$ cat src/source/rv_slice_pkg.sv
/* Types and encodings shared by the RV64I execution slice
   Only the opcodes and function codes that the slice executes are listed */
`default_nettype none

package rv_slice_pkg;

    // Data word, instruction word and register index
    typedef logic [63:0] bus64_t;
    typedef logic [31:0] instr_t;
    typedef logic [4:0]  reg_addr_t;

    // Major opcodes in bits 6 to 0
    typedef enum logic [6:0] {
        OP_LUI     = 7'b0110111,
        OP_AUIPC   = 7'b0010111,
        OP_JAL     = 7'b1101111,
        OP_JALR    = 7'b1100111,
        OP_BRANCH  = 7'b1100011,
        OP_ALU_I   = 7'b0010011,
        OP_ALU_R   = 7'b0110011,
        OP_ALU_I_W = 7'b0011011,
        OP_ALU_R_W = 7'b0111011
    } opcode_e;

    // Execute operations, LINK gives pc plus 4
    typedef enum logic [3:0] {
        ALU_ADD, ALU_SUB, ALU_SLL, ALU_SLT,
        ALU_SLTU, ALU_XOR, ALU_SRL, ALU_SRA,
        ALU_OR, ALU_AND, ALU_PASS_B, ALU_LINK
    } alu_op_e;

    // Branch conditions, NONE for everything that is not a branch
    typedef enum logic [2:0] {
        BR_NONE, BR_BEQ, BR_BNE, BR_BLT, BR_BGE, BR_BLTU, BR_BGEU
    } branch_cond_e;

    // Function-3 of the ALU groups
    localparam logic [2:0] F3_ADD_SUB = 3'b000;
    localparam logic [2:0] F3_SLL     = 3'b001;
    localparam logic [2:0] F3_SLT     = 3'b010;
    localparam logic [2:0] F3_SLTU    = 3'b011;
    localparam logic [2:0] F3_XOR     = 3'b100;
    localparam logic [2:0] F3_SRL_SRA = 3'b101;
    localparam logic [2:0] F3_OR      = 3'b110;
    localparam logic [2:0] F3_AND     = 3'b111;

    // Function-3 of BRANCH and JALR
    localparam logic [2:0] F3_BEQ     = 3'b000;
    localparam logic [2:0] F3_BNE     = 3'b001;
    localparam logic [2:0] F3_BLT     = 3'b100;
    localparam logic [2:0] F3_BGE     = 3'b101;
    localparam logic [2:0] F3_BLTU    = 3'b110;
    localparam logic [2:0] F3_BGEU    = 3'b111;
    localparam logic [2:0] F3_JALR    = 3'b000;

endpackage

`default_nettype wire

$ cat src/source/int_execute.sv
/* Execute stage with ALU, branch compare and target adder
   Word forms assume XLEN of 64, decode marks them illegal otherwise */
`timescale 1ns/1ps
`default_nettype none

module int_execute #(
    parameter int unsigned XLEN = 64
) (
    input  logic                       clk_i,
    input  logic                       rst_n_i,
    input  logic                       dec_valid_i,
    output logic                       dec_ready_o,
    input  logic [XLEN-1:0]            dec_pc_i,
    input  logic [XLEN-1:0]            dec_op_a_i,
    input  logic [XLEN-1:0]            dec_op_b_i,
    input  logic [XLEN-1:0]            dec_imm_i,
    input  rv_slice_pkg::alu_op_e      dec_alu_op_i,
    input  rv_slice_pkg::branch_cond_e dec_branch_i,
    input  logic                       dec_use_imm_i,
    input  logic                       dec_word_i,
    input  rv_slice_pkg::reg_addr_t    dec_rd_i,
    input  logic                       dec_we_i,
    input  logic                       dec_is_jump_i,
    input  logic                       dec_is_jalr_i,
    input  logic                       dec_illegal_i,
    output logic                       ex_valid_o,
    input  logic                       ex_ready_i,
    output logic [XLEN-1:0]            ex_pc_o,
    output rv_slice_pkg::reg_addr_t    ex_rd_o,
    output logic                       ex_we_o,
    output logic [XLEN-1:0]            ex_data_o,
    output logic                       ex_redirect_o,
    output logic [XLEN-1:0]            ex_target_o,
    output logic                       ex_illegal_o
);
    import rv_slice_pkg::*;

    localparam int unsigned SHW = $clog2(XLEN);

    logic [XLEN-1:0] op_b;
    logic [XLEN-1:0] sh_a;
    logic [SHW-1:0]  shamt;
    logic [XLEN-1:0] alu_full;
    logic [XLEN-1:0] result;
    logic [XLEN-1:0] tgt_sum;
    logic            taken;

    assign op_b = dec_use_imm_i ? dec_imm_i : dec_op_b_i;

    // Word shifts take five shamt bits and a 32-bit source
    assign shamt = dec_word_i ? SHW'(op_b[4:0]) : op_b[SHW-1:0];
    assign sh_a  = !dec_word_i ? dec_op_a_i
                 : (dec_alu_op_i == ALU_SRA) ? XLEN'($signed(dec_op_a_i[31:0]))
                 : XLEN'(dec_op_a_i[31:0]);

    always_comb begin
        case (dec_alu_op_i)
            ALU_ADD:    alu_full = dec_op_a_i + op_b;
            ALU_SUB:    alu_full = dec_op_a_i - op_b;
            ALU_SLL:    alu_full = sh_a << shamt;
            ALU_SLT:    alu_full = XLEN'($signed(dec_op_a_i) < $signed(op_b));
            ALU_SLTU:   alu_full = XLEN'(dec_op_a_i < op_b);
            ALU_XOR:    alu_full = dec_op_a_i ^ op_b;
            ALU_SRL:    alu_full = sh_a >> shamt;
            ALU_SRA:    alu_full = $signed(sh_a) >>> shamt;
            ALU_OR:     alu_full = dec_op_a_i | op_b;
            ALU_AND:    alu_full = dec_op_a_i & op_b;
            ALU_PASS_B: alu_full = op_b;
            ALU_LINK:   alu_full = dec_pc_i + XLEN'(4);
            default:    alu_full = '0;
        endcase
    end

    // Word results are the low half, sign extended
    assign result = dec_word_i ? XLEN'($signed(alu_full[31:0])) : alu_full;

    // Branch compare always uses the two registers
    always_comb begin
        case (dec_branch_i)
            BR_BEQ:  taken = (dec_op_a_i == dec_op_b_i);
            BR_BNE:  taken = (dec_op_a_i != dec_op_b_i);
            BR_BLT:  taken = ($signed(dec_op_a_i) < $signed(dec_op_b_i));
            BR_BGE:  taken = ($signed(dec_op_a_i) >= $signed(dec_op_b_i));
            BR_BLTU: taken = (dec_op_a_i < dec_op_b_i);
            BR_BGEU: taken = (dec_op_a_i >= dec_op_b_i);
            default: taken = 1'b0;
        endcase
    end

    // JALR is relative to rs1, branches and JAL to pc
    assign tgt_sum = (dec_is_jalr_i ? dec_op_a_i : dec_pc_i) + dec_imm_i;

    assign dec_ready_o = !ex_valid_o || ex_ready_i;

    always_ff @(posedge clk_i) begin
        if (!rst_n_i) begin
            ex_valid_o <= 1'b0;
        end else if (dec_ready_o) begin
            ex_valid_o <= dec_valid_i;
        end
    end

    always_ff @(posedge clk_i) begin
        if (dec_valid_i && dec_ready_o) begin
            ex_pc_o       <= dec_pc_i;
            ex_rd_o       <= dec_rd_i;
            ex_we_o       <= dec_we_i;
            ex_data_o     <= result;
            ex_redirect_o <= dec_is_jump_i || taken;
            // Bit 0 cleared for JALR only
            ex_target_o   <= {tgt_sum[XLEN-1:1], tgt_sum[0] && !dec_is_jalr_i};
            ex_illegal_o  <= dec_illegal_i;
        end
    end

    // Decode must never let an illegal encoding write
    assert property (@(posedge clk_i) disable iff (!rst_n_i)
        ex_valid_o |-> !(ex_we_o && ex_illegal_o));

endmodule

`default_nettype wire

$ cat config.mk
export PLATFORM = sky130hd
export DESIGN_NAME = int_execute
export DESIGN_NICKNAME = d
export VERILOG_FILES = /design/src/source/rv_slice_pkg.sv /design/src/source/int_execute.sv
export SDC_FILE = /design/constraint.sdc
export NUM_CORES = 2
export LEC_CHECK = 0
export BUFFER_PORTS_ARGS = -buffer_cell sky130_fd_sc_hd__buf_2
export CELL_PAD_IN_SITES_DETAIL_PLACEMENT = 1
export CELL_PAD_IN_SITES_GLOBAL_PLACEMENT = 1
export CORE_MARGIN = 2
export CORE_UTILIZATION = 25
export DETAILED_ROUTE_END_ITERATION = 12
export PLACE_DENSITY = 0.62
export RECOVER_POWER = 100
export SYNTH_ARGS = -nofsm -noshare
export SYNTH_HDL_FRONTEND = slang
export SYNTH_SLANG_ARGS = --single-unit
$ cat constraint.sdc
create_clock -name clk_i -period 5.3 [get_ports clk_i]
set_input_delay 0.265 -clock clk_i [delete_from_list [all_inputs] [get_ports clk_i]]
set_output_delay 0.265 -clock clk_i [all_outputs]
set_load 0.02 [all_outputs]
# After elaboration in Yosys (flattened, before gate mapping)

Cells that the tools add are included.

Logic and storage cells: 58
Register bits: 201

Shift operators: 3
Order comparisons: 6
Bitwise logic cells: 3
Equality and inequality tests: 19
Mux-type cells: 8
Add/subtract/negate cells: 4
Reductions and logical operators: 7

Operators by type and width:

| kind                                                                  | count |
|---|---|
| 64-bit one-hot mux with 12 select lines                               | 1 |
| 64-bit two-way mux                                                    | 5 |
| 64-bit < comparator                                                   | 4 |
| 64-bit adder                                                          | 2 |
| 64-bit >= comparator                                                  | 2 |
| 64-bit by 3-bit adder with 64-bit output, second input constant       | 1 |
| 64-bit AND                                                            | 1 |
| 64-bit equality test                                                  | 1 |
| 64-bit != test                                                        | 1 |
| 64-bit bitwise OR                                                     | 1 |
| 64-bit by 6-bit << shifter with 64-bit output                         | 1 |
| 64-bit by 6-bit >> shifter with 64-bit output                         | 1 |
| 64-bit by 6-bit >>> shifter with 64-bit output                        | 1 |
| 64-bit subtractor                                                     | 1 |
| 64-bit bitwise XOR                                                    | 1 |
| 4-bit by 3-bit equality test with 1-bit output, second input constant | 4 |
| 4-bit equality test, second input constant                            | 4 |
| 3-bit equality test, second input constant                            | 3 |
| 4-bit by 2-bit equality test with 1-bit output, second input constant | 2 |
| 3-bit by 2-bit equality test with 1-bit output, second input constant | 2 |
| 6-bit two-way mux                                                     | 1 |
| 1-bit one-hot mux with 6 select lines                                 | 1 |
| 4-bit by 1-bit equality test with 1-bit output, second input constant | 1 |
| 4-bit logical NOT                                                     | 1 |
| 4 further kinds                                                       | 7 |

# Logic depth before layout (Yosys ltp)

Depth in word-level cells: 6
Gate-level depth with buffers: 23
Depth with buffers taken out: 17

# Least setup slack after synthesis

No wires, ideal clock.

Kind: reg2reg
Start: register ex_valid_o
End: register ex_data_o[0] (enable)
Data required time: 4.716 ns
Path slack: -0.493 ns
Stages on the path, launching flop included: 3
Data arrival time: 5.209 ns
Path through: dfxtp_1 nand2b_1 and2_1

Word-level cells in the longest chain between the ends: 3

Ends and longest elaborated chain:

| element                | RTL line           | text |
|---|---|---|
| start, declared        | int_execute.sv:26  | `output logic ex_valid_o,` |
| start signal, assigned | int_execute.sv:99  | `ex_valid_o <= dec_valid_i;` |
| 1-bit logical NOT      | int_execute.sv:93  | `assign dec_ready_o = !ex_valid_o \|\| ex_ready_i;` |
| 1-bit logical OR       | int_execute.sv:93  |  |
| named net dec_ready_o  | int_execute.sv:12  | `output logic dec_ready_o,` |
| 1-bit logical AND      | int_execute.sv:104 | `if (dec_valid_i && dec_ready_o) begin` |
| end signal, assigned   | int_execute.sv:108 | `ex_data_o <= result;` |
| end, declared          | int_execute.sv:31  | `output logic [XLEN-1:0] ex_data_o,` |

The timed path passes the listed nets, and every way through them passes these cells.
A chain may end at the register's enable or synchronous reset.

# Worst setup path after layout

Start: input port dec_alu_op_i[3]
End: register ex_data_o[45] (data pin)

Word-level cells in the longest chain between the ends: 6
Elaborated cells between the ends (all ways): 19

Ends and longest elaborated chain:

| element                                                                | RTL line                             | text |
|---|---|---|
| start, declared                                                        | int_execute.sv:17                    | `input rv_slice_pkg::alu_op_e dec_alu_op_i,` |
| 4-bit by 3-bit equality test with 1-bit output                         | int_execute.sv:53, int_execute.sv:57 |  |
| 64-bit two-way mux                                                     | int_execute.sv:53                    | `: (dec_alu_op_i == ALU_SRA) ? XLEN'($signed(dec_op_a_i[31:0]))` |
| 64-bit two-way mux                                                     | int_execute.sv:52                    | `assign sh_a = !dec_word_i ? dec_op_a_i` |
| 64-bit by 6-bit >>> shifter with 64-bit output (tied with other cells) | int_execute.sv:65                    | `ALU_SRA: alu_full = $signed(sh_a) >>> shamt;` |
| 64-bit one-hot mux with 12 select lines (*)                            | int_execute.sv:57                    | `case (dec_alu_op_i)` |
| 64-bit two-way mux (*)                                                 | int_execute.sv:75                    | `assign result = dec_word_i ? XLEN'($signed(alu_full[31:0])) : alu_full;` |
| named net result[45]                                                   | int_execute.sv:44                    | `logic [XLEN-1:0] result;` |

The timed path passes the listed nets; every way through them passes the cells marked *.

==> impl_metrics.xml <==
<?xml version="1.0" encoding="UTF-8"?>
<metrics>
  <group name="run_status">
    <metric name="run_status" unit="">finished with violations</metric>
    <metric name="violations" unit="">capacitance limit, slew limit, setup timing</metric>
  </group>
  <group name="floorplanning">
    <metric name="fp.dieArea" unit="mm2">0.139</metric>
    <metric name="design.core.area" unit="mm2">0.135</metric>
    <metric name="initial_core_util" unit="">0.251</metric>
    <metric name="die_height" unit="um">372</metric>
    <metric name="num_rows" unit="">135</metric>
    <metric name="chipWidth" unit="um">372</metric>
    <metric name="top_level_ports" unit="">480</metric>
  </group>
  <group name="timing">
    <metric name="max_clock_freq" unit="MHz">187</metric>
    <metric name="hold_viol" unit="">0</metric>
    <metric name="max-slew-margin-rel" unit="">-1.08</metric>
    <metric name="tightest_slew" unit="ns">3.11</metric>
    <metric name="timing.final.max_slew_violations" unit="">203</metric>
    <metric name="rsz0062_at_grt" unit="">no</metric>
    <metric name="fin_crit" unit="ns">5.34</metric>
    <metric name="fin_skew" unit="ns">0.0152</metric>
    <metric name="final.setup.tns" unit="ns">-0.0435</metric>
    <metric name="setup_violations" unit="">1</metric>
    <metric name="layout_worst_path_cycle_share" unit="">1.01</metric>
    <metric name="worst_slack" unit="ns">-0.0435</metric>
  </group>
  <group name="synth">
    <metric name="syn-instance-count" unit="">4563</metric>
    <metric name="synthArstFlopShare" unit="">0</metric>
    <metric name="synth_top_area_share" unit="">0.177</metric>
    <metric name="synth_edf_count" unit="">200</metric>
    <metric name="synth_seq_cells" unit="">201</metric>
    <metric name="netlist_area" unit="mm2">0.0339</metric>
    <metric name="cell_taking_the_most_area_after_synthesis" unit="">edfxtp_1</metric>
    <metric name="post_synth_cell_types" unit="">105</metric>
    <metric name="postSynthAreaPerCell" unit="um2">7.44</metric>
    <metric name="synth_fp_nets" unit="">5181</metric>
    <metric name="synth_sequential_area_ratio" unit="">0.178</metric>
    <metric name="postSynth.topFlopCell" unit="">edfxtp_1</metric>
    <metric name="netlist_top_cells_area" unit="">edfxtp_1 18%, ha_1 12%, a21oi_1 7.2%, mux2i_1 5.8%, nand2_1 5.2%</metric>
    <metric name="yosysWarningCount" unit="">0</metric>
  </group>
  <group name="global_routing">
    <metric name="grtUsageTotal" unit="">0.323</metric>
    <metric name="first_global_vias" unit="">41500</metric>
    <metric name="largest_net_degree_at_the_start_of_global_routing" unit="">159</metric>
    <metric name="grt_pass1_wl" unit="um">322000</metric>
    <metric name="grt_antenna_before_repair" unit="">30</metric>
    <metric name="grt.overflow.total" unit="">0</metric>
  </group>
  <group name="setup_path">
    <metric name="worst_path_max_delay_cell" unit="">o21ai_0</metric>
    <metric name="path_cells" unit="">buf_2, buf_4, nand4b_1, o21ai_0, clkbuf_1, nand2_1, o22ai_1, mux2i_1, a21oi_1, o21ai_0, o211ai_1, a221oi_1, clkbuf_1, o21ai_1</metric>
    <metric name="timing.critical_path.max_delay_family" unit="">compound AO/OA/AOI/OAI gates</metric>
    <metric name="cp_data_arrival_time" unit="ns">5.82</metric>
    <metric name="crit_path_max_incr_delay" unit="ns">1.33</metric>
    <metric name="critical_path.reg2reg.startpoint" unit="">ex_valid_o$_SDFFE_PN0N_</metric>
    <metric name="cp-startpoint" unit="">dec_alu_op_i[3]</metric>
    <metric name="end_kind" unit="">flip-flop</metric>
    <metric name="worstPathRequired" unit="ns">5.78</metric>
    <metric name="path_buf_inv" unit="">4</metric>
    <metric name="setup.worst_path.start_class" unit="">input pin</metric>
    <metric name="worstPathMaxFanout" unit="">15</metric>
    <metric name="critPathKind" unit="">in -&gt; reg</metric>
  </group>
  <group name="detailed_routing">
    <metric name="vias" unit="">42200</metric>
    <metric name="drt_first_iter_violations" unit="">4915</metric>
    <metric name="drt-wirelength-per-cell" unit="um">32.9</metric>
    <metric name="ant_nets" unit="">0</metric>
    <metric name="number_of_detailed_route_iterations_in_the_first_pass" unit="">6</metric>
    <metric name="route.detailed.vias_per_inst" unit="">5.96</metric>
    <metric name="route.final.wire_length" unit="um">233000</metric>
    <metric name="drc" unit="">0</metric>
  </group>
  <group name="final_layout">
    <metric name="most-common-layout-cells" unit="">486 x a21oi_1, 472 x nand2_1, 403 x buf_4, 360 x nor2_1, 337 x ha_1</metric>
    <metric name="area_delta_synth_final" unit="%">23.9</metric>
    <metric name="stdcell_area" unit="mm2">0.0420</metric>
    <metric name="drive_gt1_frac" unit="">0.155</metric>
    <metric name="seq_area" unit="mm2">0.00603</metric>
    <metric name="layout_commonest_cell" unit="">a21oi_1</metric>
    <metric name="fillers" unit="">16700</metric>
    <metric name="nets" unit="">5899</metric>
    <metric name="layout.core_utilization" unit="">0.311</metric>
    <metric name="multi_input_area" unit="mm2">0.0255</metric>
    <metric name="layoutNonFillerInstCount" unit="">7089</metric>
  </group>
  <group name="placement">
    <metric name="finalWeightedCongestion" unit="">1.04</metric>
    <metric name="post-dp-hpwl" unit="um">190000</metric>
    <metric name="post_dp_area" unit="mm2">0.0409</metric>
    <metric name="placed_cells_incl_taps" unit="">6961</metric>
    <metric name="port_buffers" unit="">479</metric>
  </group>
  <group name="worst_hold_path">
    <metric name="hold_path.startpoint" unit="">dec_branch_i[1]</metric>
    <metric name="hold_wc_path_type" unit="">in -&gt; reg</metric>
  </group>
  <group name="clock_network">
    <metric name="cts.reportedPaths.clkPinSlew" unit="ns">0.06</metric>
    <metric name="clk-insertion-delay-late" unit="ns">0.65</metric>
    <metric name="ctsHtreeMaxLevel" unit="">1</metric>
    <metric name="clock_sink_count" unit="">201</metric>
    <metric name="cts_tree" unit="">yes</metric>
    <metric name="clock_tree.buffer_depth" unit="">3</metric>
    <metric name="clk_root_buffer_cell" unit="">clkbuf_16</metric>
    <metric name="post-cts-setup-buffers" unit="">0</metric>
    <metric name="cts_buffers" unit="">26</metric>
  </group>
  <group name="power_and_ir_drop">
    <metric name="vdd_ir_drop_max" unit="mV">0.276</metric>
    <metric name="p_per_area" unit="mW/mm2">231</metric>
    <metric name="power.static_leakage" unit="uW">0.0177</metric>
  </group>
  <group name="flow_run">
    <metric name="drv.max_cap_violation_count" unit="">3</metric>
  </group>
</metrics>
## tightest hold or removal path, stage by stage
cell     delay, ns
buf_2         0.12
a21oi_1       0.10
or4_1         0.10
## per-layer routing
metal / up-vias / share of wire / track usage
met3: 382 / 0.095 / 0.0723
met1: 21400 / 0.43 / 0.443
met2: 2065 / 0.43 / 0.493
met5: - / 0.00048 / 0
li1: 18300 / - / -
met4: 18 / 0.042 / 0.115
## power breakdown
group | switching [uW] | internal, uW
clock network | 853 | 1140
logic | 3860 | 1820
registers | 66.8 | 2000
total | 4770 | 4960
## what timing repair did
item | 4_1_cts | 5_1_grt
hold buffers | 73 | 0
gates resized for setup | 0 | 1
hold endpoints to repair | 72 | 0
endpoints found under the setup margin | 0 | 1
## cell type report
| type | instances | area share |
|---|---|---|
| multi-input combinational | 3759 | 0.606 |
| antenna | 8 | 0.000476 |
| tap | 1781 | 0.0530 |
| clock buffer | 29 | 0.0157 |
| sequential | 201 | 0.143 |
| inverter | 297 | 0.0267 |
| clock inverter | 18 | 0.00551 |
| timing repair buffer | 996 | 0.149 |
## kinds of logic after synthesis
| group | Yosys count | synth area share |
|---|---|---|
| compound gates | 1587 | 0.301 |
| xor+xnor | 177 | 0.0457 |
| fa+ha+maj | 340 | 0.126 |
| buf+inv | 603 | 0.0722 |
| flops | 201 | 0.178 |
| mux | 276 | 0.0898 |
| simple gates | 1379 | 0.187 |
## synth_stat cells (14+ instances only)
library cell and count:
or3_1 18, ha_1 337, buf_2 74, nor2b_1 30, nand4_1 57, nand2_1 473, o211ai_1 75, a21o_1 83
mux4_2 14, o21ai_1 40, a221oi_1 42, and2_1 18, o221ai_1 49, xnor2_1 127, nor3_1 78, o21ai_0 272
inv_1 285, clkbuf_1 178, a31oi_1 53, o31ai_1 30, xor2_1 50, a21oi_1 487, o21a_1 24, nor4_1 42
and3_1 42, o21bai_1 55, mux2_2 63, o2111ai_1 18, a22oi_1 45, a221o_1 14, buf_1 36, nand3_1 174
o22ai_1 78, nand2b_1 29, a211oi_1 71, mux2i_1 196, edfxtp_1 200, nor2_1 367
## stage by stage
stage	total power (uW)	setup slack, ns	hold WS [ns]
final	9730	-0.0435	0.0450
after global routing	10100	0.114	0.0625
after CTS	9650	0.313	0.0119
after detailed placement	7570	-0.370	0.445
after global placement	7560	-0.119	0.442
after floorplan	5010	0.240	0.364
## registers in the layout, indices dropped and copies added, names as in the netlist
register       cells
ex_data_o         64
ex_target_o       64
ex_redirect_o      1
ex_valid_o         1
ex_pc_o           64
ex_illegal_o       1
ex_rd_o            5
ex_we_o            1
## path summary, 6_finish.rpt
path,end,slack (ns),depth (start not counted)
min reg2reg,ex_valid_o$_SDFFE_PN0N_,1.09,3
max,ex_data_o[45]$_DFFE_PP_,-0.04,14
max reg2reg,ex_target_o[19]$_DFFE_PP_,1.90,3
min,ex_redirect_o$_DFFE_PP_,0.05,3
(Power assumes the default switching activity.)
