$ cat src/source/rv_slice_pkg.sv
/* Types and encodings shared by the RV64I execution slice
   Only the opcodes and function codes that the slice executes are listed */
`default_nettype none

package rv_slice_pkg;

    // Data word, instruction word and register index
    typedef logic [63:0] bus64_t;
    typedef logic [31:0] instr_t;
    typedef logic [4:0]  reg_addr_t;

    // Major opcodes in bits 6 to 0
    typedef enum logic [6:0] {
        OP_LUI     = 7'b0110111,
        OP_AUIPC   = 7'b0010111,
        OP_JAL     = 7'b1101111,
        OP_JALR    = 7'b1100111,
        OP_BRANCH  = 7'b1100011,
        OP_ALU_I   = 7'b0010011,
        OP_ALU_R   = 7'b0110011,
        OP_ALU_I_W = 7'b0011011,
        OP_ALU_R_W = 7'b0111011
    } opcode_e;

    // Execute operations, LINK gives pc plus 4
    typedef enum logic [3:0] {
        ALU_ADD, ALU_SUB, ALU_SLL, ALU_SLT,
        ALU_SLTU, ALU_XOR, ALU_SRL, ALU_SRA,
        ALU_OR, ALU_AND, ALU_PASS_B, ALU_LINK
    } alu_op_e;

    // Branch conditions, NONE for everything that is not a branch
    typedef enum logic [2:0] {
        BR_NONE, BR_BEQ, BR_BNE, BR_BLT, BR_BGE, BR_BLTU, BR_BGEU
    } branch_cond_e;

    // Function-3 of the ALU groups
    localparam logic [2:0] F3_ADD_SUB = 3'b000;
    localparam logic [2:0] F3_SLL     = 3'b001;
    localparam logic [2:0] F3_SLT     = 3'b010;
    localparam logic [2:0] F3_SLTU    = 3'b011;
    localparam logic [2:0] F3_XOR     = 3'b100;
    localparam logic [2:0] F3_SRL_SRA = 3'b101;
    localparam logic [2:0] F3_OR      = 3'b110;
    localparam logic [2:0] F3_AND     = 3'b111;

    // Function-3 of BRANCH and JALR
    localparam logic [2:0] F3_BEQ     = 3'b000;
    localparam logic [2:0] F3_BNE     = 3'b001;
    localparam logic [2:0] F3_BLT     = 3'b100;
    localparam logic [2:0] F3_BGE     = 3'b101;
    localparam logic [2:0] F3_BLTU    = 3'b110;
    localparam logic [2:0] F3_BGEU    = 3'b111;
    localparam logic [2:0] F3_JALR    = 3'b000;

endpackage

`default_nettype wire

$ cat src/source/immediate.sv
/* Immediate generator for the I, B, U and J formats only
   Store and CSR immediates are not produced, unknown opcodes give zero */
`timescale 1ns/1ps
`default_nettype none

module immediate #(
    parameter int unsigned XLEN = 64
) (
    input  rv_slice_pkg::instr_t instr_i,
    output logic [XLEN-1:0]      imm_o
);
    import rv_slice_pkg::*;

    logic [31:0] imm_i_type;
    logic [31:0] imm_b_type;
    logic [31:0] imm_u_type;
    logic [31:0] imm_j_type;
    logic [31:0] imm_sel;

    // Each format is assembled to 32 bits with bit 31 as sign
    assign imm_i_type = {{20{instr_i[31]}}, instr_i[31:20]};
    assign imm_b_type = {{20{instr_i[31]}}, instr_i[7], instr_i[30:25],
                         instr_i[11:8], 1'b0};
    assign imm_u_type = {instr_i[31:12], 12'b0};
    // J format scatters imm[20:1] over the upper 20 bits
    assign imm_j_type = {{12{instr_i[31]}}, instr_i[19:12], instr_i[20],
                         instr_i[30:21], 1'b0};

    always_comb begin
        case (opcode_e'(instr_i[6:0]))
            OP_LUI, OP_AUIPC: imm_sel = imm_u_type;
            OP_JAL:           imm_sel = imm_j_type;
            OP_BRANCH:        imm_sel = imm_b_type;
            // Word forms share the I format
            OP_JALR, OP_ALU_I, OP_ALU_I_W: begin
                imm_sel = imm_i_type;
            end
            default:          imm_sel = '0;
        endcase
    end

    // Sign extension from bit 31 up to XLEN
    assign imm_o = XLEN'($signed(imm_sel));

endmodule

`default_nettype wire

$ cat src/source/instr_decode.sv
/* Decode stage with register read and one pipeline register. There is no forwarding,
   so instr_ready_o stays low on a read-after-write hazard until the producer commits */
`timescale 1ns/1ps
`default_nettype none

module instr_decode #(
    parameter int unsigned XLEN = 64
) (
    input  logic                       clk_i,
    input  logic                       rst_n_i,
    input  logic                       instr_valid_i,
    output logic                       instr_ready_o,
    input  rv_slice_pkg::instr_t       instr_i,
    input  logic [XLEN-1:0]            pc_i,
    output rv_slice_pkg::reg_addr_t    rs1_addr_o,
    output rv_slice_pkg::reg_addr_t    rs2_addr_o,
    input  logic [XLEN-1:0]            rs1_data_i,
    input  logic [XLEN-1:0]            rs2_data_i,
    output logic                       dec_valid_o,
    input  logic                       dec_ready_i,
    output logic [XLEN-1:0]            dec_pc_o,
    output logic [XLEN-1:0]            dec_op_a_o,
    output logic [XLEN-1:0]            dec_op_b_o,
    output logic [XLEN-1:0]            dec_imm_o,
    output rv_slice_pkg::alu_op_e      dec_alu_op_o,
    output rv_slice_pkg::branch_cond_e dec_branch_o,
    output logic                       dec_use_imm_o,
    output logic                       dec_word_o,
    output rv_slice_pkg::reg_addr_t    dec_rd_o,
    output logic                       dec_we_o,
    output logic                       dec_is_jump_o,
    output logic                       dec_is_jalr_o,
    output logic                       dec_illegal_o,
    input  rv_slice_pkg::reg_addr_t    ex_rd_i,
    input  logic                       ex_we_i,
    input  logic                       ex_valid_i
);
    import rv_slice_pkg::*;

    opcode_e         opcode;
    logic [2:0]      f3;
    logic [6:0]      f7;
    reg_addr_t       rd;
    logic [XLEN-1:0] imm;
    logic [XLEN-1:0] op_a;
    alu_op_e         alu_op;
    branch_cond_e    branch;
    logic            use_imm;
    logic            word;
    logic            we;
    logic            is_jump;
    logic            is_jalr;
    logic            illegal;
    logic            reg_form;
    logic            f7_ok;
    logic            uses_rs1;
    logic            uses_rs2;
    logic            hazard;

    assign opcode     = opcode_e'(instr_i[6:0]);
    assign f3         = instr_i[14:12];
    assign f7         = instr_i[31:25];
    assign rd         = instr_i[11:7];
    assign rs1_addr_o = instr_i[19:15];
    assign rs2_addr_o = instr_i[24:20];

    immediate #(.XLEN(XLEN)) immediate_i (
        .instr_i (instr_i),
        .imm_o   (imm)
    );

    always_comb begin
        alu_op   = ALU_ADD;
        branch   = BR_NONE;
        use_imm  = 1'b0;
        word     = 1'b0;
        we       = 1'b0;
        is_jump  = 1'b0;
        is_jalr  = 1'b0;
        illegal  = 1'b0;
        reg_form = 1'b0;
        f7_ok    = 1'b1;
        uses_rs1 = 1'b0;
        uses_rs2 = 1'b0;
        op_a     = rs1_data_i;
        case (opcode)
            OP_LUI: begin
                alu_op  = ALU_PASS_B;
                use_imm = 1'b1;
                we      = 1'b1;
            end
            OP_AUIPC: begin
                // pc replaces rs1 so that execute only adds
                op_a    = pc_i;
                use_imm = 1'b1;
                we      = 1'b1;
            end
            OP_JAL: begin
                alu_op  = ALU_LINK;
                is_jump = 1'b1;
                we      = 1'b1;
            end
            OP_JALR: begin
                alu_op   = ALU_LINK;
                is_jump  = 1'b1;
                is_jalr  = 1'b1;
                we       = 1'b1;
                uses_rs1 = 1'b1;
                illegal  = (f3 != F3_JALR);
            end
            OP_BRANCH: begin
                uses_rs1 = 1'b1;
                uses_rs2 = 1'b1;
                case (f3)
                    F3_BEQ:  branch = BR_BEQ;
                    F3_BNE:  branch = BR_BNE;
                    F3_BLT:  branch = BR_BLT;
                    F3_BGE:  branch = BR_BGE;
                    F3_BLTU: branch = BR_BLTU;
                    F3_BGEU: branch = BR_BGEU;
                    default: illegal = 1'b1;
                endcase
            end
            OP_ALU_I, OP_ALU_R, OP_ALU_I_W, OP_ALU_R_W: begin
                reg_form = (opcode == OP_ALU_R) || (opcode == OP_ALU_R_W);
                word     = (opcode == OP_ALU_I_W) || (opcode == OP_ALU_R_W);
                use_imm  = !reg_form;
                uses_rs1 = 1'b1;
                uses_rs2 = reg_form;
                we       = 1'b1;
                // Bit 30 picks SUB and SRA
                case (f3)
                    F3_ADD_SUB: alu_op = (reg_form && f7[5]) ? ALU_SUB : ALU_ADD;
                    F3_SLL:     alu_op = ALU_SLL;
                    F3_SLT:     alu_op = ALU_SLT;
                    F3_SLTU:    alu_op = ALU_SLTU;
                    F3_XOR:     alu_op = ALU_XOR;
                    F3_SRL_SRA: alu_op = f7[5] ? ALU_SRA : ALU_SRL;
                    F3_OR:      alu_op = ALU_OR;
                    F3_AND:     alu_op = ALU_AND;
                endcase
                if (reg_form) begin
                    f7_ok = (f7 == 7'b0) || ((f7 == 7'b0100000)
                            && (f3 == F3_ADD_SUB || f3 == F3_SRL_SRA));
                end else if (f3 == F3_SLL || f3 == F3_SRL_SRA) begin
                    // Shift immediates, bit 25 is shamt[5] and only legal at 64 bits
                    f7_ok = (f7[6:1] == {1'b0, f7[5] && (f3 == F3_SRL_SRA), 4'b0})
                            && !(f7[0] && (word || XLEN == 32));
                end
                // Word forms exist only for add, sub and shifts, and only at 64 bits
                illegal = !f7_ok || (word && (XLEN == 32 || !(f3 == F3_ADD_SUB
                          || f3 == F3_SLL || f3 == F3_SRL_SRA)));
            end
            default: illegal = 1'b1;
        endcase
        if (illegal) begin
            we      = 1'b0;
            is_jump = 1'b0;
        end
        // x0 destinations never write
        if (rd == '0) begin
            we = 1'b0;
        end
    end

    // Read-after-write against the decode and the execute register
    assign hazard = (uses_rs1 && ((dec_valid_o && dec_we_o && dec_rd_o == rs1_addr_o)
                    || (ex_valid_i && ex_we_i && ex_rd_i == rs1_addr_o)))
                 || (uses_rs2 && ((dec_valid_o && dec_we_o && dec_rd_o == rs2_addr_o)
                    || (ex_valid_i && ex_we_i && ex_rd_i == rs2_addr_o)));

    assign instr_ready_o = (!dec_valid_o || dec_ready_i) && !hazard;

    always_ff @(posedge clk_i) begin
        if (!rst_n_i) begin
            dec_valid_o <= 1'b0;
        end else if (!dec_valid_o || dec_ready_i) begin
            dec_valid_o <= instr_valid_i && !hazard;
        end
    end

    // Payload loads only on an accepted instruction
    always_ff @(posedge clk_i) begin
        if (instr_valid_i && instr_ready_o) begin
            dec_pc_o      <= pc_i;
            dec_op_a_o    <= op_a;
            dec_op_b_o    <= rs2_data_i;
            dec_imm_o     <= imm;
            dec_alu_op_o  <= alu_op;
            dec_branch_o  <= branch;
            dec_use_imm_o <= use_imm;
            dec_word_o    <= word;
            dec_rd_o      <= rd;
            dec_we_o      <= we;
            dec_is_jump_o <= is_jump;
            dec_is_jalr_o <= is_jalr;
            dec_illegal_o <= illegal;
        end
    end

    // A stalled instruction stays on the input until it is taken
    assert property (@(posedge clk_i) disable iff (!rst_n_i)
        instr_valid_i && !instr_ready_o |=> instr_valid_i && $stable(instr_i)
            && $stable(pc_i));

endmodule

`default_nettype wire

$ cat config.mk
export PLATFORM = sky130hd
export DESIGN_NAME = instr_decode
export DESIGN_NICKNAME = d
export VERILOG_FILES = /design/src/source/rv_slice_pkg.sv /design/src/source/immediate.sv /design/src/source/instr_decode.sv
export SDC_FILE = /design/constraint.sdc
export NUM_CORES = 1
export LEC_CHECK = 0
export BUFFER_PORTS_ARGS = -buffer_cell sky130_fd_sc_hd__buf_2
export CORE_AREA = 2 2 204 206
export DETAILED_ROUTE_END_ITERATION = 10
export DIE_AREA = 0 0 206 208
export GPL_ROUTABILITY_DRIVEN = 0
export PLACE_DENSITY_LB_ADDON = 0.2
export SLEW_MARGIN = 30
export SYNTH_ARGS = -nofsm -noshare
export SYNTH_HDL_FRONTEND = slang
export SYNTH_SLANG_ARGS = --single-unit
$ cat constraint.sdc
create_clock -name clk_i -period 59.5 [get_ports clk_i]
set_clock_uncertainty 0.2 [all_clocks]
set_input_delay 11.9 -clock clk_i [delete_from_list [all_inputs] [get_ports clk_i]]
set_output_delay 11.9 -clock clk_i [all_outputs]
set_load 0.01 [all_outputs]
## Word-level counts from Yosys, hierarchy flattened

Index checks and enable logic that the tools add are counted.

- Muxes and demuxes: 18
- Reductions and logical operators: 48
- Equal/unequal tests: 22

Operator list:

| operator | count |
|---|---|
| 32-bit case mux with 4 select lines | 1 |
| 64-bit two-way mux | 1 |
| 4-bit case mux with 8 select lines | 1 |
| 7-bit by 6-bit equality test with 1-bit output, second input constant | 4 |
| 7-bit by 5-bit equality test with 1-bit output, second input constant | 3 |
| 7-bit equality test, second input constant | 3 |
| 5-bit equality test | 4 |
| 3-bit case mux with 6 select lines | 1 |
| 1-bit logical AND | 17 |
| 3-bit equality test, second input constant | 4 |
| 1-bit logical OR | 12 |
| 4-bit case mux with 3 select lines | 1 |
| 6-bit OR reduction | 2 |
| 1-bit two-way mux | 10 |
| 8-bit OR reduction | 1 |
| 7-bit logical NOT | 1 |
| 3-bit by 2-bit equality test with 1-bit output, second input constant | 2 |
| 6-bit by 5-bit equality test with 1-bit output | 1 |
| 1-bit logical NOT | 6 |
| 2-bit OR reduction | 3 |
| 3-bit OR reduction | 2 |
| 5-bit logical NOT | 1 |
| 1-bit case mux with 2 select lines | 2 |
| 1-bit case mux with 4 select lines | 1 |
| 4 further kinds | 4 |

- Bits in registers: 243
- Logic and storage cells: 102
- Input port bits: 235
- Output and inout bits: 286

## Depth between registers and ports, before layout

Gate-level depths: netlist (run 1).

- Word-level depth: 12
- Depth in mapped cells: 7
- Depth with buffers taken out: 5

## Hierarchy

Synthesis (run 1) repeated with hierarchy kept, for this count alone.

- Cell total of the unflattened synthesis: 579
- Area, all modules: 10859.2 µm²

By module, submodules not included:

| module | area an instance (µm²) | times used | cells each | seq. area each (µm²) |
|---|---|---|---|---|
| instr_decode | 10062.2 | 1 | 469 | 8247.9 |
| immediate | 797.0 | 1 | 110 | 0.0 |

## Least setup slack after synthesis (run 1)

No wires, ideal clock.

- Path kind: input port to flip-flop
- Start: in instr_i[6]
- End: reg dec_alu_op_o[0] (enable)
- Data required time: 58.112 ns
- Path slack: 28.060 ns
- Library setup time: 1.188 ns
- Cell stages on the path: 6
- Buffers on the path: 1
- Data arrival time: 30.051 ns
- Cell sequence: nand2b_2 or3_1 clkbuf_1 nand2_1 a22o_1 nor3b_1

- Longest elaborated chain between the ends: 8
- Elaborated cells on any way between the ends: 17
- Those cells by class: eq/ne: 6; mux: 2; reduce/logical: 9

Ends and longest elaborated chain:

| element | RTL line | source |
|---|---|---|
| start, declared | instr_decode.sv:13 | `input rv_slice_pkg::instr_t instr_i,` |
| 7-bit by 6-bit equality test with 1-bit output, or another cell as far along | instr_decode.sv:86, instr_decode.sv:125 |  |
| 4-bit OR reduction, or another cell as far along | instr_decode.sv:86 | `case (opcode)` |
| 1-bit case mux with 2 select lines or 1-bit two-way mux (tied branches) | instr_decode.sv:86 |  |
| 1-bit logical AND, on equally long branches | instr_decode.sv:169, instr_decode.sv:167 |  |
| 1-bit logical OR * | instr_decode.sv:169 | `\|\| (uses_rs2 && ((dec_valid_o && dec_we_o && dec_rd_o == rs2_addr_o)` |
| 1-bit logical NOT * | instr_decode.sv:172 | `assign instr_ready_o = (!dec_valid_o \|\| dec_ready_i) && !hazard;` |
| 1-bit logical AND * | instr_decode.sv:172 |  |
| 1-bit logical AND * | instr_decode.sv:184 | `if (instr_valid_i && instr_ready_o) begin` |
| end signal, assigned | instr_decode.sv:189 | `dec_alu_op_o <= alu_op;` |
| end, declared | instr_decode.sv:25 | `output rv_slice_pkg::alu_op_e dec_alu_op_o,` |

Every way passes the cells marked *; elsewhere a longest branch is shown, timed or not.
A chain may end at the register's enable or synchronous reset.

## Worst setup path in the final report (run 1)

- Start: in instr_i[1]
- End: out instr_ready_o

- Longest elaborated chain between the ends: 7
- Elaborated cells on any way between the ends: 16
- Those cells by class: eq/ne: 6; mux: 2; reduce/logical: 8

Ends and longest elaborated chain:

| element | RTL line | source |
|---|---|---|
| 7-bit by 6-bit equality test with 1-bit output, or another cell as far along | instr_decode.sv:86, instr_decode.sv:125 |  |
| 4-bit OR reduction, or another cell as far along | instr_decode.sv:86 |  |
| 1-bit case mux with 2 select lines or 1-bit two-way mux (tied branches) | instr_decode.sv:86 |  |
| 1-bit logical AND, on equally long branches | instr_decode.sv:169, instr_decode.sv:167 |  |
| 1-bit logical OR * | instr_decode.sv:169 |  |
| 1-bit logical NOT * | instr_decode.sv:172 |  |
| 1-bit logical AND * | instr_decode.sv:172 |  |
| end, declared | instr_decode.sv:12 | `output logic instr_ready_o,` |

Marks and branches as above.

==> results of run 1 <==
-- synthesized netlist by cell type, types with 6 or more instances --
cell and number:
edfxtp_1 242, mux2_2 60, buf_4 44, a21o_1 20
xnor2_1 20, o21ai_0 11, nand2_1 10, and2_1 9
nor2_1 8, a21oi_1 7, buf_6 6, nor3_1 6
-- state kept, by name (all words and copies together) (netlist names), 3 cells and up --
| signal | count |
|---|---|
| dec_op_b_o | 64 |
| dec_branch_o | 3 |
| dec_op_a_o | 64 |
| dec_imm_o | 32 |
| dec_rd_o | 5 |
| dec_alu_op_o | 4 |
| dec_pc_o | 64 |
-- per-stage QoR --
| step | hold slack [ns] | cell area, um^2 | util [%] | setup slack [ns] |
|---|---|---|---|---|
| 3_5_place_dp | 0.469 | 12300 | 30.4 | 34.13 |
| 4_1_cts | 0.479 | 13200 | 32.6 | 34.11 |
| 3_3_place_gp | 0.481 | 12300 | 30.4 | 34.16 |
| 5_1_grt | 0.522 | 13200 | 32.6 | 33.99 |
| 2_1_floorplan | 0.450 | 9430 | - | 28.06 |
| 6_report | 0.480 | 13200 | 32.6 | 34.12 |
-- final cells by class --
cell class                      instances  area, um^2
Inverter                                4        15.0
Sequential cell                       243        7290
Multi-Input combinational cell        208        1690
Timing Repair Buffer                  525        2660
Clock inverter                         14         190
Tap cell                              532         666
Clock buffer                           36         731
Antenna cell                            1        2.50
Fill cell                            4136       27300
-- power breakdown --
group	leakage, nW	internal (mW)	switching [mW]	total [mW]
Sequential	2.37	0.200	0.00273	0.203
Clock	0.448	0.104	0.0693	0.173
Combinational	2.83	0.0164	0.0226	0.0390
-- routing by layer --
layer  track usage (%)  wire [um]  part of all wire (%)  vias to the layer above
met1              14.8      11200                    37                     3028
met4              2.86        593                   1.9                        2
met2              24.9      16000                    52                      320
met3              4.53       2880                   9.4                       44
met5                 0         12                 0.039                        -
li1                  -          -                     -                     2929
-- worst register-to-register path, delay by kind of cell, from the launching register on --
| kind | cells | cell delay [ns] |
|---|---|---|
| buffers and inverters | 2 | 1.52 |
| DFF | 1 | 0.49 |
| AOI/OAI and AO/OA | 2 | 0.37 |
| and+or+nand+nor | 2 | 0.34 |
| xor gates and xnor gates | 1 | 0.17 |
-- final timing paths --
| kind | to | cells after the start |
|---|---|---|
| min | dec_valid_o$_SDFFE_PN0P_ | 3 |
| min reg2reg | dec_valid_o$_SDFFE_PN0P_ | 3 |
| max reg2reg | dec_op_b_o[56]$_DFFE_PP_ | 7 |
| max | instr_ready_o | 7 |
-- cell families (layout without fill, tap and decap cells) --
kind of cell / Yosys count / count (layout) / share of synthesized area, %
XOR/XNOR: 20 / 20 / 1.86
other: 0 / 1 / 0
AND/OR/NAND/NOR: 67 / 67 / 4.22
AO/OA/AOI/OAI: 55 / 55 / 3.94
flip-flops: 243 / 243 / 77.3
multiplexers: 66 / 66 / 7.85
buffers and inverters: 65 / 579 / 4.88
==> impl_results.md, run 1 <==
- Number of vias per cell: 4.05
- Leading area contributor after synthesis: edfxtp_1
- CTS Buf Count: 28
- Sequential fraction of the synthesis area: 77.3%
- Hold/Removal Path Class: register to register
- Commonest non-fill, non-tap cells in the layout: buf_2 (520), edfxtp_1 (242), mux2_2 (60), clkbuf_16 (28)
- CTS clk-pin slew, worst paths: 0.06 ns
- Initial antenna violation count: 6
- TritonCTS clock tree: yes
- Seq cells post-synth: 243
- Post-CTS setup buffers: 0
- Routed wire per std cell: 19.6 um
- Netlist Area Pre-Place: 9430 um^2
- Cell Pwr Density: 31.4 nW/um^2
- Root Buffer: clkbuf_16
- Initial Utilization: 23.3%
- Post-CTS sizing: 0
- Layout area overhead: 40.3%
- Worst path top cell family by delay: simple AND/OR/NAND/NOR gates
- Pre-Repair DR Iteration Count: 4
- Die area: 42,800 um^2
- Unrepaired setup endpoints after global routing: false
- Reg2Reg Setup Slack: 55.96 ns
- Final WL: 30,700 um
- Unique cell type count in the Yosys netlist: 46
- Yosys top cell area share: 77.0%
- Layout cells sized above 1: 61.1%
- CP max stage cell: or3_1
- DP HPWL: 23,700 um
- H-tree depth: 1
- Worst r2r src: dec_rd_o[2]$_DFFE_PP_
- Setup TNS: 0 ns
- Gr usage total: 13.5%
- Initial drt markers: 250
- Total Power: 0.415 mW
- Clock net sink count: 243
- Share of the clock period used by the worst path: 42.7%
- Count of final max-slew check failures: 0
- CP bufs+invs: 2
- Top_reg_cell synth: edfxtp_1
- Synth Area per Inst: 18.3 um^2
- LEAKAGE: 5.64 nW
- GRT Residual Overflow: 0
- Via Count: 6,323
- Vias in the first global route: 6,316
- Crit-path max cell delay: 0.54 ns
- Crit-path cells: buf_2 > nand2_1 > or3_1 > nand2_1 > a22o_1 > nor2_1 > buf_2
- Hold Violations, Final: 0
- CTS max path bufs: 3
- Critical Path AT: 13.28 ns
- Max-cap violations: 0
- CP Capture Type: output pin
- Core area: 40,600 um^2
- Syn_nets: 751
- CP Max Fanout: 12
- Post-synth EDFFs: 242
- Share of flip-flops with an asynchronous set or reset: 0%
- Syn Inst Count: 516
- Die width: 206 um
- Largest net degree at the start of global routing: 159
- Tmin final: 25.38 ns
- Worst slew margin: 38.3%
- Slew @ Worst Pin: 0.925 ns
- Setup Crit Path Kind: input pin to output pin
- IO buf count: 520
- # setup viols final: 0
- Post-Layout Cell Count: 1,563
- DRC violations left: 0
- Area contributors post-synth: edfxtp_1 (77%), mux2_2 (7.2%), buf_4 (3.5%)
- WP data required: 47.40 ns
- Status: finished clean
- Nets: 1,245
- Crit path launch: instr_i[1]
- First-pass GRT wire length: 42,800 um
- Num ports: 521
- Placed insts: 1,512
- Max IR drop VDD: 0.0175 mV
- # hold bufs at CTS: 0
- CP Launch Type: input pin
- Leading cell type in the layout, fill and taps excluded: buf_2
- Yosys warns: 0
- Clock Latency Late Sink: 0.55 ns
- Final ANT Viol Nets: 0
- Hold Path Origin: dec_valid_o$_SDFFE_PN0P_
- Die Ht: 208 um
- # rows: 74
- Fmax: 39.4 MHz
Note: power is estimated with default switching activity, not from simulation.
==> run 2: changes to the inputs <==
- ABC_AREA: default -> 1
- clock period: 59.5 -> 21.7 ns (I/O delays scaled with it)
==> impl_results.md, run 2 <==
- Post-CTS sizing: 0
- # rows: 74
- Area contributors post-synth: edfxtp_1 (75%), mux2_4 (9.3%), nand2_1 (3.5%)
- Highest routed layer: met5
- CP bufs+invs: 4
- CP Launch Type: input pin
- Mux cell area share after synthesis: 9.75%
- First-pass GRT wire length: 42,600 um
- Most frequent CP cell: nand2_1
- Wire length on met3: 2910 um
- WP data required: 17.16 ns
- CTS clk-pin slew, worst paths: 0.06 ns
- Initial Utilization: 23.9%
- Number of vias per cell: 4.01
- CTS Buf Count: 29
- Hold Violations, Final: 0
- Leading cell type in the layout, fill and taps excluded: buf_2
- Pre-Repair DR Iteration Count: 5
- Hold/Removal Path Class: register to register
- Layout cells sized above 1: 57.0%
- Worst slew margin: 38.0%
- TritonCTS clock tree: yes
- CP Capture Type: output pin
- CP Max Fanout: 8
- IO buf count: 520
- Unique cell type count in the Yosys netlist: 27
- Yosys top cell area share: 74.9%
- Cell Pwr Density: 85.1 nW/um^2
- Routed wire per std cell: 18.5 um
- Clock net sink count: 243
- M1 WL: 11,400 um
- Setup Crit Path Kind: input pin to output pin
- Core area: 40,600 um^2
- Commonest non-fill, non-tap cells in the layout: buf_2 (520), edfxtp_1 (242), nand2_1 (90), mux2_4 (60), inv_1 (53)
- Largest net degree at the start of global routing: 146
- Yosys warns: 0
- Critical Path AT: 5.60 ns
- Pre-CTS setup slack: 11.55 ns
- Max IR drop VDD: 0.0645 mV
- Most frequent cell after synthesis: edfxtp_1
- Adder-cell share of the synthesized area: 0%
- Crit-path cells: buf_2 > inv_1 > nand2_1 > nor3_4 > inv_2 > nand2_1 > nand2_1 > nand2_1 > nor2_1 > buf_2
- Unrepaired setup endpoints after global routing: false
- Status: finished clean
- Post-synth EDFFs: 242
- # setup viols final: 0
- Synth cell count leaders: edfxtp_1 (242), nand2_1 (90), mux2_4 (60), inv_1 (53), buf_4 (42)
- Regs by FF count: dec_op_a_o (64), dec_op_b_o (64), dec_pc_o (64)
- Num ports: 521
- Nets: 1,344
- Setup TNS: 0 ns
- Tmin final: 10.14 ns
- Synth Area in XOR/XNOR: 0%
- Synth Area per Inst: 16.1 um^2
- Final worst setup slack: 11.56 ns
- Leading area contributor after synthesis: edfxtp_1
- LEAKAGE: 6.22 nW
- Share of flip-flops with an asynchronous set or reset: 0%
- Layout area overhead: 40.1%
- Die area: 42,800 um^2
- Post-CTS setup buffers: 0
- Gr usage total: 13.4%
- GRT Residual Overflow: 0
- Crit-path max cell delay: 0.38 ns
- Sequential fraction of the synthesis area: 75.1%
- Slew @ Worst Pin: 0.929 ns
- Die width: 206 um
- Synth Area in Simple Gates: 6.42%
- Clock Latency Late Sink: 0.55 ns
- Syn_nets: 838
- Fmax: 98.6 MHz
- DRC violations left: 0
- Max-cap violations: 0
- Final WL: 30,800 um
- # hold bufs at CTS: 0
- Wire length on met2: 15,700 um
- Share of the clock period used by the worst path: 46.7%
- CTS max path bufs: 3
- Combinational family with the most area after synthesis: multiplexers
- Top_reg_cell synth: edfxtp_1
- Worst path top cell family by delay: simple AND/OR/NAND/NOR gates
- CP max stage cell: nor3_4
- Seq cells post-synth: 243
- Initial antenna violation count: 6
- DP HPWL: 23,700 um
- Final ANT Viol Nets: 0
- Netlist Area Pre-Place: 9700 um^2
- H-tree depth: 1
- Vias in the first global route: 6,544
- Count of final max-slew check failures: 0
- Syn Inst Count: 603
- Initial drt markers: 307
- Die Ht: 208 um
- Root Buffer: clkbuf_16
- Via Count: 6,681
- Synth Area in Compound Gates: 2.58%
[run 2: cell type report]
cell class	instances	area (um^2)
Fill cell	4111	27000
Sequential cell	243	7290
Clock inverter	20	208
Antenna cell	3	7.51
Inverter	56	210
Clock buffer	34	744
Multi-Input combinational cell	255	1830
Timing Repair Buffer	524	2650
Tap cell	532	666
[run 2: cell families (layout without fill, tap and decap cells)]
| logic type | count (synthesis) | count (layout) |
|---|---|---|
| simple gates | 146 | 146 |
| compound gates | 45 | 45 |
| buf+inv | 105 | 634 |
| flops | 243 | 243 |
| other cells | 0 | 3 |
| mux | 64 | 64 |
[run 2: through the flow]
stage / util, % / power [mW] / area, um^2 / cells / hold WS [ns]
4_1_cts: 33.5 / 1.18 / 13600 / 1664 / 0.423
2_1_floorplan: - / 0.630 / 9700 / 603 / 0.369
5_1_grt: 33.5 / 1.21 / 13600 / 1667 / 0.466
6_report: 33.5 / 1.16 / 13600 / 1667 / 0.424
3_5_place_dp: 31.2 / 0.683 / 12600 / 1610 / 0.411
3_3_place_gp: 31.2 / 0.683 / 12600 / 1610 / 0.408
[run 2: final timing paths]
| path | slack (ns) | cells past startpoint | end | startpoint |
|---|---|---|---|---|
| worst min-delay path | 0.42 | 4 | dec_valid_o$_SDFFE_PN0P_ | dec_valid_o$_SDFFE_PN0P_ |
| worst max-delay path | 11.56 | 10 | instr_ready_o | instr_i[2] |
| worst max register to register | 18.57 | 10 | dec_op_a_o[29]$_DFFE_PP_ | dec_rd_o[0]$_DFFE_PP_ |
| worst min register to register | 0.42 | 4 | dec_valid_o$_SDFFE_PN0P_ | dec_valid_o$_SDFFE_PN0P_ |
[run 2: report_power, final]
group	switching [mW]	internal (mW)
logic	0.0656	0.0481
clock network	0.193	0.292
registers	0.00737	0.550
total	0.266	0.891
[run 2: per-layer routing]
metal | vias up | global-route usage, %
met3 | 46 | 4.17
met1 | 3139 | 15.1
met5 | - | 0
met2 | 343 | 24.2
li1 | 3151 | -
met4 | 2 | 3.99
[run 2: worst min-delay path, delay by kind of cell (launching register included)]
family                 cells  cell delay, ns
flip-flops                 1            0.34
buffers and inverters      2            0.12
AND/OR/NAND/NOR            1            0.07
AO/OA/AOI/OAI              1            0.06
==> run 3: changes to the inputs <==
- CORE_AREA: 2 2 204 206 -> 2 2 201 203
- DIE_AREA: 0 0 206 208 -> 0 0 203 205
- clock period: 21.7 -> 10 ns (I/O delays scaled with it)
==> impl_results.md, run 3 (synthesis results as in run 2) <==
- Status: finished clean
- Setup Crit Path Kind: input pin to output pin
- Max IR drop VDD: 0.104 mV
- Most frequent CP cell: nand2_1
- First-pass GRT wire length: 41,700 um
- Fin util: 34.6%
- Die width: 203 um
- CTS max path bufs: 3
- Hold path depth: 4
- M1 WL: 11,400 um
- Hold Violations, Final: 0
- Die area: 41,600 um^2
- Fmax: 183 MHz
- Routed wire per std cell: 18.4 um
- Critical Path AT: 3.25 ns
- Die Ht: 205 um
- Clock Latency Late Sink: 0.55 ns
- Final ANT Viol Nets: 0
- DRC violations left: 0
- Root Buffer: clkbuf_16
- Post-CTS sizing: 0
- Initial Utilization: 24.6%
- Commonest non-fill, non-tap cells in the layout: buf_2 (520), edfxtp_1 (242), nand2_1 (90), mux2_4 (60), inv_1 (53)
- Initial antenna violation count: 11
- Worst path top cell family by delay: simple AND/OR/NAND/NOR gates
- Regs by FF count: dec_op_a_o (64), dec_op_b_o (64), dec_pc_o (64)
- # rows: 73
- Tmin final: 5.45 ns
- # setup viols final: 0
- Pre-Repair DR Iteration Count: 4
- Max-cap violations: 0
- Crit. path cell count: 10
- Largest net degree at the start of global routing: 150
- CP bufs+invs: 4
- Hold/Removal Path Class: register to register
- Vias in the first global route: 6,444
- GRT Residual Overflow: 0
- Unrepaired setup endpoints after global routing: false
- Wire length on met2: 15,900 um
- LEAKAGE: 6.23 nW
- Clock net sink count: 243
- Highest routed layer: met4
- Crit-path max cell delay: 0.37 ns
- Number of vias per cell: 4.05
- TritonCTS clock tree: yes
- Core area: 39,400 um^2
- # hold bufs at CTS: 0
- Via Count: 6,710
- Post-CTS setup buffers: 0
- Nets: 1,343
- Multi-input combinational cell area: 1830 um^2
- Wire length on met3: 2420 um
- H-tree depth: 1
- Crit-path cells: buf_2 > inv_1 > nand2_1 > nor3_4 > inv_2 > nand2_1 > nand2_1 > nand2_1 > nor2_1 > buf_2
- Filler cells: 3,949
- CP Capture Type: output pin
- Gr usage total: 13.6%
- Setup TNS: 0 ns
- Num ports: 521
- R2R depth: 10
- Slew @ Worst Pin: 1.02 ns
- Count of final max-slew check failures: 0
- IO buf count: 520
- CTS clk-pin slew, worst paths: 0.06 ns
- CP max stage cell: nor3_4
- WP data required: 7.80 ns
- Leading cell type in the layout, fill and taps excluded: buf_2
- CTS Buf Count: 28
- Final WL: 30,500 um
- Worst slew margin: 31.7%
- CP Launch Type: input pin
- Share of the clock period used by the worst path: 54.5%
- Initial drt markers: 304
- CP Max Fanout: 8
- FF/Latch Area: 7290 um^2
- Layout cells sized above 1: 57.1%
- Layout area overhead: 40.2%
- DP HPWL: 24,000 um
- Cell Pwr Density: 183 nW/um^2
-- run 3: final cells by class --
class                      count  share of cell area, %
sequential                   243                   53.6
clock buffer                  32                   5.26
antenna                        4                 0.0736
timing repair buffer         524                   19.6
inverter                      56                   1.55
clock inverter                19                   1.69
tap                          525                   4.83
multi-input combinational    255                   13.4
-- run 3: worst paths after layout --
| path | startpoint | to | slack [ns] |
|---|---|---|---|
| worst max-delay path | instr_i[2] | instr_ready_o | 4.55 |
| worst min-delay path | dec_valid_o$_SDFFE_PN0P_ | dec_valid_o$_SDFFE_PN0P_ | 0.40 |
| worst max register to register | dec_rd_o[0]$_DFFE_PP_ | dec_op_a_o[59]$_DFFE_PP_ | 6.86 |
| worst min register to register | dec_valid_o$_SDFFE_PN0P_ | dec_valid_o$_SDFFE_PN0P_ | 0.40 |
-- run 3: worst register-to-register path, stage by stage, from the launching register on --
cell and delay, ns:
edfxtp_1 0.44, inv_1 0.14, nand2_1 0.06, o21ai_0 0.07, nor2_1 0.07, nand3_1 0.06
nand2_1 0.09, nand2_1 0.10, nand3_1 0.13, nor2_4 0.56, buf_12 0.50
-- run 3: per-layer routing --
layer	vias up	GRT usage, %
met2	331	24.5
met5	-	0
met3	52	3.45
met1	3180	15.5
li1	3147	-
met4	0	5.11
-- run 3: metrics by stage --
stage	instance area, um^2	hold slack (ns)	power, mW	setup slack (ns)	cells
2_1_floorplan	9710	0.379	1.36	0.338	603
3_3_place_gp	12600	0.389	1.48	4.57	1602
3_5_place_dp	12600	0.400	1.48	4.56	1602
4_1_cts	13600	0.408	2.53	4.56	1653
5_1_grt	13600	0.442	2.59	4.39	1658
6_report	13600	0.400	2.49	4.55	1658
-- run 3: report_power, final --
group / switching [mW] / leakage, nW / internal, mW / total (mW)
Combinational: 0.140 / 3.42 / 0.105 / 0.245
Clock: 0.417 / 0.463 / 0.621 / 1.04
Sequential: 0.0168 / 2.34 / 1.19 / 1.21
